**config.mk**
```make
export PLATFORM = sky130hd
export DESIGN_NAME = dual_issue_decoder
export DESIGN_NICKNAME = d
export VERILOG_FILES = /design/src/hdl/decode_pkg.sv /design/src/hdl/dual_issue_decoder.sv /design/src/hdl/insn_decoder.sv /design/src/hdl/alu_op_decoder.sv
export SDC_FILE = /design/constraint.sdc
export NUM_CORES = 1
export LEC_CHECK = 0
export ABC_CLOCK_PERIOD_IN_PS = 2900
export BUFFER_PORTS_ARGS = -buffer_cell sky130_fd_sc_hd__clkbuf_2
export CAP_MARGIN = 15
export CORE_MARGIN = 10
export CORE_UTILIZATION = 50
export CTS_CLUSTER_SIZE = 14
export DETAILED_ROUTE_END_ITERATION = 6
export HOLD_SLACK_MARGIN = 0.1
export MAX_ROUTING_LAYER = met4
export PLACE_DENSITY = 0.87
export SLEW_MARGIN = 20
export SYNTH_ARGS = -nofsm -noshare
export SYNTH_HDL_FRONTEND = slang
export SYNTH_SLANG_ARGS = --single-unit
export TNS_END_PERCENT = 1
```
**constraint.sdc**
```tcl
create_clock -name clk -period 2.9 [get_ports clk]
set_input_delay 0.435 -clock clk [delete_from_list [all_inputs] [get_ports clk]]
set_output_delay 0.435 -clock clk [all_outputs]
set_load 0.005 [all_outputs]
```
**src/hdl/decode_pkg.sv**
```systemverilog
`default_nettype none

package decode_pkg;

    localparam int OPCODE_W = 5;                 // Instruction bits 6:2
    localparam int SUB_OP_W = 4;                 // funct7[5] over funct3
    localparam int ALU_OP_W = 4;

    // Major opcodes of the supported RV32I subset
    typedef enum logic [OPCODE_W-1:0] {
        OPC_LOAD   = 5'b00000,
        OPC_OP_IMM = 5'b00100,
        OPC_AUIPC  = 5'b00101,
        OPC_STORE  = 5'b01000,
        OPC_OP     = 5'b01100,
        OPC_LUI    = 5'b01101,
        OPC_BRANCH = 5'b11000,
        OPC_JALR   = 5'b11001,
        OPC_JAL    = 5'b11011
    } opcode_e;

    // Operation codes seen by the execute stage ALU
    typedef enum logic [ALU_OP_W-1:0] {
        ALU_ADD = 4'd0,
        ALU_SUB = 4'd1,
        ALU_SLL = 4'd2,
        ALU_SRL = 4'd4,                          // Code 3 left unused
        ALU_SRA = 4'd5,
        ALU_XOR = 4'd6,
        ALU_OR  = 4'd7,
        ALU_AND = 4'd8,
        ALU_EQ  = 4'd9,                          // Branch compares
        ALU_NE  = 4'd10,
        ALU_LT  = 4'd11,
        ALU_GE  = 4'd12,
        ALU_SLT = 4'd13                          // Set less than, both forms
    } alu_op_e;

    typedef enum logic [2:0] {
        LD_NONE = 3'd0,
        LD_LB   = 3'd1,
        LD_LBU  = 3'd2,
        LD_LH   = 3'd3,
        LD_LHU  = 3'd4,
        LD_LW   = 3'd5
    } load_type_e;

    typedef enum logic [1:0] {
        ST_NONE = 2'd0,
        ST_SB   = 2'd1,
        ST_SH   = 2'd2,
        ST_SW   = 2'd3
    } store_type_e;

    // Next PC source for the fetch stage
    typedef enum logic [1:0] {
        PC_HOLD   = 2'b00,                       // No instruction
        PC_NEXT   = 2'b01,                       // PC plus 4
        PC_JUMP   = 2'b10,
        PC_BRANCH = 2'b11
    } pc_mode_e;

    // One issue slot as seen by decode
    typedef struct packed {
        logic                valid;
        opcode_e             op_code;
        logic [SUB_OP_W-1:0] sub_op_code;
    } slot_in_t;

    // Control word, MSB first as the EX stage expects it
    typedef struct packed {
        logic        imm_en;                     // Immediate as operand B
        logic        rf_write_en;
        logic        mem_read_en;
        logic        mem_write_en;
        logic        sign_ext_en;
        logic        sign_ext_unsigned;          // Zero extension when set
        logic        jal_en;
        logic        jalr_en;
        pc_mode_e    pc_mode;
        load_type_e  load_type;
        store_type_e store_type;
        alu_op_e     alu_op;
    } ctrl_t;

    // Registered slot at the ID/EX boundary
    typedef struct packed {
        logic  valid;
        ctrl_t ctrl;
    } slot_out_t;

endpackage

`default_nettype wire
```
**src/hdl/dual_issue_decoder.sv**
```systemverilog
`timescale 1ns/1ps
`default_nettype none

module dual_issue_decoder (
    input  logic                  clk,
    input  logic                  rst_n,
    input  decode_pkg::slot_in_t  insn_0,
    input  decode_pkg::slot_in_t  insn_1,
    output decode_pkg::slot_out_t out_0,
    output decode_pkg::slot_out_t out_1
);

    import decode_pkg::*;

    ctrl_t ctrl_0;                              // Combinational words
    ctrl_t ctrl_1;

    insn_decoder dec_0 (
        .op_code     (insn_0.op_code),
        .sub_op_code (insn_0.sub_op_code),
        .ctrl        (ctrl_0)
    );

    insn_decoder dec_1 (
        .op_code     (insn_1.op_code),
        .sub_op_code (insn_1.sub_op_code),
        .ctrl        (ctrl_1)
    );

    // ID/EX boundary, both slots every cycle
    always_ff @(posedge clk)
    begin
        if (!rst_n)
        begin
            out_0 <= '0;
            out_1 <= '0;
        end
        else
        begin
            out_0.valid <= insn_0.valid;
            out_0.ctrl  <= insn_0.valid ? ctrl_0 : '0; // Bubble when invalid
            out_1.valid <= insn_1.valid;
            out_1.ctrl  <= insn_1.valid ? ctrl_1 : '0;
        end
    end

    property p_mem_excl(slot_out_t s);
        @(posedge clk) disable iff (!rst_n)
        !(s.ctrl.mem_read_en && s.ctrl.mem_write_en);
    endproperty

    property p_load_reads(slot_out_t s);
        @(posedge clk) disable iff (!rst_n)
        (s.ctrl.load_type != LD_NONE) |-> s.ctrl.mem_read_en;
    endproperty

    property p_bubble_empty(slot_out_t s);
        @(posedge clk) disable iff (!rst_n)
        !s.valid |-> (s.ctrl == '0);
    endproperty

    a_mem_excl_0   : assert property (p_mem_excl(out_0));
    a_mem_excl_1   : assert property (p_mem_excl(out_1));
    a_load_reads_0 : assert property (p_load_reads(out_0));
    a_load_reads_1 : assert property (p_load_reads(out_1));
    a_bubble_0     : assert property (p_bubble_empty(out_0));
    a_bubble_1     : assert property (p_bubble_empty(out_1));

endmodule

`default_nettype wire

```
**src/hdl/insn_decoder.sv**
```systemverilog
`timescale 1ns/1ps
`default_nettype none

module insn_decoder (
    input  decode_pkg::opcode_e             op_code,
    input  logic [decode_pkg::SUB_OP_W-1:0] sub_op_code,
    output decode_pkg::ctrl_t               ctrl
);

    import decode_pkg::*;

    alu_op_e    alu_op;
    logic [2:0] funct3;

    assign funct3 = sub_op_code[2:0];

    alu_op_decoder u_alu_op_decoder (
        .op_code     (op_code),
        .sub_op_code (sub_op_code),
        .alu_op      (alu_op)
    );

    always_comb
    begin
        ctrl        = '0;                       // Unknown opcode stays all zero
        ctrl.alu_op = alu_op;                   // ADD, i.e. zero, for unknown opcodes
        case (op_code)
            OPC_LUI, OPC_AUIPC:
            begin
                ctrl.imm_en      = 1'b1;
                ctrl.rf_write_en = 1'b1;
                ctrl.sign_ext_en = 1'b1;
                ctrl.pc_mode     = PC_NEXT;
            end
            OPC_OP_IMM:
            begin
                ctrl.imm_en            = 1'b1;
                ctrl.rf_write_en       = 1'b1;
                ctrl.sign_ext_en       = 1'b1;
                ctrl.sign_ext_unsigned = (funct3 == 3'b011); // sltiu
                ctrl.pc_mode           = PC_NEXT;
            end
            OPC_OP:
            begin
                ctrl.rf_write_en = 1'b1;        // Both operands from the RF
                ctrl.pc_mode     = PC_NEXT;
            end
            OPC_LOAD:
            begin
                ctrl.imm_en      = 1'b1;
                ctrl.rf_write_en = 1'b1;
                ctrl.mem_read_en = 1'b1;
                ctrl.sign_ext_en = 1'b1;        // Signed even for lbu and lhu
                ctrl.pc_mode     = PC_NEXT;
                case (sub_op_code)
                    4'b0000: ctrl.load_type = LD_LB;
                    4'b0100: ctrl.load_type = LD_LBU;
                    4'b0001: ctrl.load_type = LD_LH;
                    4'b0101: ctrl.load_type = LD_LHU;
                    4'b0010: ctrl.load_type = LD_LW;
                    default: ctrl.load_type = LD_NONE;
                endcase
            end
            OPC_STORE:
            begin
                ctrl.imm_en       = 1'b1;
                ctrl.mem_write_en = 1'b1;       // No RF write for stores
                ctrl.sign_ext_en  = 1'b1;
                ctrl.pc_mode      = PC_NEXT;
                case (funct3)
                    3'b000: ctrl.store_type = ST_SB;
                    3'b001: ctrl.store_type = ST_SH;
                    3'b010: ctrl.store_type = ST_SW;
                    default: ctrl.store_type = ST_NONE;
                endcase
            end
            OPC_JAL:
            begin
                ctrl.imm_en      = 1'b1;
                ctrl.rf_write_en = 1'b1;        // Link register gets PC plus 4
                ctrl.sign_ext_en = 1'b1;
                ctrl.jal_en      = 1'b1;
                ctrl.pc_mode     = PC_JUMP;
            end
            OPC_JALR:
            begin
                ctrl.imm_en      = 1'b1;
                ctrl.rf_write_en = 1'b1;
                ctrl.sign_ext_en = 1'b1;
                ctrl.jalr_en     = 1'b1;
                ctrl.pc_mode     = PC_JUMP;
            end
            OPC_BRANCH:
            begin
                ctrl.imm_en      = 1'b1;
                ctrl.sign_ext_en = 1'b1;
                ctrl.pc_mode     = PC_BRANCH;
                case (funct3)
                    3'b101: ctrl.sign_ext_unsigned = 1'b1; // bge, kept as in the core
                    3'b110: ctrl.sign_ext_unsigned = 1'b1; // bltu
                    3'b111: ctrl.sign_ext_unsigned = 1'b1; // bgeu
                    default: ctrl.sign_ext_unsigned = 1'b0;
                endcase
            end
            default:
            begin
                ctrl = '0;
            end
        endcase
    end

endmodule

`default_nettype wire

```
**src/hdl/alu_op_decoder.sv**
```systemverilog
`timescale 1ns/1ps
`default_nettype none

module alu_op_decoder (
    input  decode_pkg::opcode_e             op_code,
    input  logic [decode_pkg::SUB_OP_W-1:0] sub_op_code,
    output decode_pkg::alu_op_e             alu_op
);

    import decode_pkg::*;

    logic [2:0] funct3;
    logic       funct7_b5;

    assign funct3    = sub_op_code[2:0];
    assign funct7_b5 = sub_op_code[3];          // Selects SUB and SRA

    always_comb
    begin
        alu_op = ALU_ADD;                       // Address calc and everything else
        case (op_code)
            OPC_OP_IMM:
            begin
                case (funct3)
                    3'b000: alu_op = ALU_ADD;   // addi ignores bit 3
                    3'b010: alu_op = ALU_SLT;
                    3'b011: alu_op = ALU_SLT;   // sltiu shares slti op
                    3'b100: alu_op = ALU_XOR;
                    3'b110: alu_op = ALU_OR;
                    3'b111: alu_op = ALU_AND;
                    3'b001: alu_op = funct7_b5 ? ALU_ADD : ALU_SLL; // 1001 undefined
                    3'b101: alu_op = funct7_b5 ? ALU_SRA : ALU_SRL;
                    default: alu_op = ALU_ADD;
                endcase
            end
            OPC_OP:
            begin
                case (funct3)
                    3'b000: alu_op = funct7_b5 ? ALU_SUB : ALU_ADD;
                    3'b001: alu_op = ALU_SLL;
                    3'b010: alu_op = ALU_SLT;
                    3'b011: alu_op = ALU_SLT;   // sltu, type comes from elsewhere
                    3'b100: alu_op = ALU_XOR;
                    3'b101: alu_op = funct7_b5 ? ALU_SRA : ALU_SRL;
                    3'b110: alu_op = ALU_OR;
                    3'b111: alu_op = ALU_AND;
                    default: alu_op = ALU_ADD;
                endcase
            end
            OPC_BRANCH:
            begin
                case (funct3)
                    3'b000: alu_op = ALU_EQ;    // beq
                    3'b001: alu_op = ALU_NE;    // bne
                    3'b100: alu_op = ALU_LT;    // blt
                    3'b101: alu_op = ALU_GE;    // bge
                    3'b110: alu_op = ALU_LT;    // bltu
                    3'b111: alu_op = ALU_GE;    // bgeu
                    default: alu_op = ALU_ADD;  // funct3 010 and 011 reserved
                endcase
            end
            default:
            begin
                alu_op = ALU_ADD;
            end
        endcase
    end

endmodule

`default_nettype wire

```
# == Word level (Yosys, flattened, before mapping) ==
# Index checks and enable logic that the tools add are counted.
# W data, S select, Z words.
# word_totals
regBits,38
latchBits,0
ram_bits,0
romBits,0
word_cells,130
n_memories,0
# classes
n_addsub,0
mul,0
div,0
n_lt_le_gt_ge,0
n_eq_ne,38
n_shift,0
muxes,36
bitwise,0
reduce_logical,32
# ops
operator,count
$pmux W4 S7,4
$pmux W4 S4,2
$eq A5 B4 Y1 const B,6
$eq A5 B5 Y1 const B,6
$pmux W3 S5,2
$eq A3 B3 Y1 const B,8
$pmux W2 S3,4
$pmux W4 S3,2
$eq A5 B3 Y1 const B,4
$mux W1,18
$reduce_and A3 Y1,6
$reduce_or A9 Y1,2
$eq A4 B3 Y1 const B,4
$reduce_or A2 Y1,8
$reduce_or A8 Y1,2
$reduce_or A7 Y1,2
$eq A3 B2 Y1 const B,4
$reduce_or A6 Y1,2
$logic_not A5 Y1,2
$eq A4 B1 Y1 const B,2
$eq A4 B2 Y1 const B,2
$logic_not A4 Y1,2
$eq A3 B1 Y1 const B,2
$logic_not A3 Y1,2
other kinds (4),8

# == Longest topological paths before layout ==
# depth
ltp_word,4
mapped_depth,5
ltp_nobuf,5

# == Hierarchy ==
# Synthesis repeated with hierarchy kept, for this count alone.
# hier_totals
hier_cells,226
area_unflattened_um2,1993.2
# modules_own_cells
module,instances,cells_per_inst,area_each_um2
dual_issue_decoder,1,88,1109.8
alu_op_decoder,2,23,158.9
insn_decoder (dec_0),1,45,282.8
insn_decoder (dec_1),1,47,282.8

# == Least setup slack after synthesis ==
# OpenSTA, ideal clock, no wires.
# synth_path
path_type,input-to-reg
start,in insn_1[5] (netlist bit)
end,reg out_1[13] (netlist bit)
setup_time_ps,74
t_arrival_ps,1617
required_time_ps,2826
setup_slack_ps,1208
stages,4
path_cell_list,buf_2 > or4b_4 > or4_1 > a31oi_1
# synth_via
elab_chain_cells,2
elab_cells_between_ends,3
cone_classes,eq/ne (2); mux (1)
# synth_lines
item,line_no,rtl
start: declaration,dual_issue_decoder.sv:8,"input decode_pkg::slot_in_t insn_1,"
$eq A5 B5 Y1 / $eq A5 B3 Y1 (equally long branches),insn_decoder.sv:27,case (op_code)
$pmux W1 S2 (*),insn_decoder.sv:27,
end: declaration,dual_issue_decoder.sv:10,output decode_pkg::slot_out_t out_1
# Mark *: on every way between the ends. The rest lies on a longest branch, timed or not.
# A chain may end at the register's enable or synchronous reset.

# == Worst setup path in the final report ==
# layout_path
start,in insn_1[8] (netlist bit)
end,reg out_1[13] (netlist bit)
# The elaborated chain is that of the path after synthesis.

==> impl_metrics.py <==
metrics = {
    "finish": {
        "n_antenna_cell": 0,
        "area_delta_synth_final_pct": 21.9,
        "final_cells": 291,
        "drive_gt1_frac": 0.287,
        "final_nets": 268,
        "nFillCells": 277,
    },
    "clocking": {
        "cts-buffers-inserted": 5,
        "htree_levels": 2,
        "post-cts-setup-buffer-count": 0,
        "cts_root_buf": "clkbuf_4",
        "cts_resized": 0,
        "path_clk_slew_ns": 0.11,
        "cts_sinks": 38,
        "cts_buffer_depth": 2,
        "cts_hold_buf": 0,
        "cts_tree": "yes",
    },
    "critical_path": {
        "cp.arrival_ns": 1.73,
        "crit_type": "input port to register",
        "crit_path_start_kind": "input port",
        "cp-end-kind": "register",
        "crit_path_start": "insn_1[8]",
        "critPathRequiredTime_ns": 3.17,
        "crit_fanout": 9,
    },
    "route": {
        "wl_mm": 3.85,
        "antenna_left": 0,
        "drc": 0,
        "vias": 1508,
        "avgRoutedWirePerCell_um": 13.2,
        "drt-pass1-iter-count": 5,
        "vias_per_cell": 5.18,
        "drt-initial-drc-count": 93,
    },
    "sta": {
        "period_needed_ns": 1.46,
        "slew_violations": 0,
        "setup_violations": 0,
        "tns_ns": 0,
        "slew_headroom": 0.741,
        "hold_viol_final": 0,
        "rsz0062_at_grt": "no",
        "period_share": 0.504,
        "worst_pin_slew_ns": 0.387,
        "fmax_mhz": 685,
    },
    "die": {
        "num_rows": 20,
        "fp.coreArea_um2": 3050,
        "die_x_um": 76.6,
        "io_pins": 62,
        "start_util": 0.525,
        "die_h_um": 76.6,
        "die_area_um2": 5870,
    },
    "grt": {
        "grt_overflow": 0,
        "grt_pass1_vias": 1409,
        "antenna_found_initial": 0,
        "grt_pass1_wl_mm": 6.49,
        "grt_max_degree": 15,
        "track_usage": 0.137,
    },
    "yosys": {
        "ys_types": 40,
        "ys_ff_latch": 38,
        "ys_warn_count": 0,
        "seq_area_frac_synth": 0.475,
        "synth_nets": 214,
        "syn-cell-area_um2": 1600,
        "syn_inst": 192,
        "avgSynthCellArea_um2": 8.34,
    },
    "pwr": {
        "peakVddDrop_uv": 179,
        "power.leakage_nw": 0.870,
        "powerDensity_nw_per_um2": 465,
    },
    "hold_path": {
        "hp-start": "insn_0[5]",
        "hp-class": "input port to register",
    },
    "flow_run": {
        "max-cap-violations": 0,
    },
    "placed_design": {
        "dp_hpwl_mm": 3.05,
        "post-place-cells": 283,
        "gp_congestion": 0.941,
        "port_buffers": 61,
    },
    "run_status": {
        "outcome": "finished, final reports clean",
    },
}
## cell type report
type | instances | area, um2 | share of cell area
clock buffers | 7 | 55.1 | 0.0282
multi-input cells | 132 | 741 | 0.379
repair buffers | 61 | 305 | 0.156
clock inverters | 1 | 5.00 | 0.00256
well taps | 44 | 55.1 | 0.0282
flip-flops and latches | 38 | 761 | 0.390
inverters | 8 | 30.0 | 0.0154
## per-layer routing
layer | GRT usage | wire [um]
met5 | - | 0
met4 | 0.0502 | 50
met3 | 0.0625 | 290
met2 | 0.234 | 1970
met1 | 0.135 | 1540
## final timing paths
check,end,slack [ns],cells after the start
setup / recovery,out_1[13],1.44,4
hold / removal,out_0[11],0.35,2
## state kept, by name, summed over array words and instances (netlist names)
signal  count
out_0      19
out_1      19
## synth_stat cells, drive strengths merged
master,instances,share of area
a21o,2,0.0094
or4,2,0.0094
nor3b,1,0.0047
nand4,3,0.012
nand3,5,0.016
o21bai,1,0.0047
o2111ai,1,0.0055
a21boi,1,0.0047
nor3,10,0.034
nand3b,3,0.014
dfxtp,38,0.48
a31oi,3,0.012
a21oi,15,0.047
buf,4,0.020
nand2,14,0.033
o32ai,1,0.0055
a32oi,1,0.0055
a2111oi,1,0.0055
o32a,1,0.0063
xnor2,2,0.011
o21a,1,0.0047
inv,8,0.019
nor2b,2,0.0078
nor2,24,0.056
a211oi,3,0.014
clkbuf,10,0.024
and3b,1,0.0055
and3,4,0.016
xor2,1,0.0055
or3,3,0.012
o211ai,2,0.0094
and2,3,0.012
o21ai,11,0.034
mux2,1,0.0070
nand2b,8,0.031
or4b,1,0.0086
## critical path, cell delays in order
cell and delay, ns:
clkbuf_2 0.16, or4b_4 0.59, or4_1 0.42, a31oi_1 0.13
## metrics by stage
stage	setup slack, ns	hold slack (ns)	utilization	area, um2	power (mW)
floorplan	1.21	0.507	-	1600	0.609
global placement	1.14	0.702	0.620	1890	0.639
detailed placement	1.09	0.711	0.620	1890	0.641
CTS	1.46	0.331	0.639	1950	0.916
global route	1.40	0.329	0.639	1950	0.961
finish	1.44	0.349	0.639	1950	0.908
## power by group
group,internal (mW),leakage (nW),switching (mW)
clock,0.118,0.0353,0.160
combinational,0.0379,0.528,0.0636
sequential,0.527,0.307,0.00150
total,0.683,0.870,0.225
## cell usage in the layout, fill, tap and decap left out, drive strengths merged, types with 3 or more instances in the layout
cell and count:
dfxtp 38, nand4 3, a21oi 15, or3 3, clkbuf 68, and2 3, nor2 24, nand3b 3
nand2 14, inv 8, nand3 5, nor3 10, o21ai 11, nand2b 8, a31oi 3, a211oi 3
and3 4
## logic make-up (layout without fill, tap and decap cells)
group | count (synthesis) | count (layout) | synth area share
AND/OR/NAND/NOR | 84 | 84 | 0.271
AO/OA/AOI/OAI | 44 | 44 | 0.168
flip-flops | 38 | 38 | 0.475
buffers and inverters | 22 | 77 | 0.0625
XOR/XNOR | 3 | 3 | 0.0164
multiplexers | 1 | 1 | 0.00703
No activity file was read; power rests on OpenSTA's default activity.
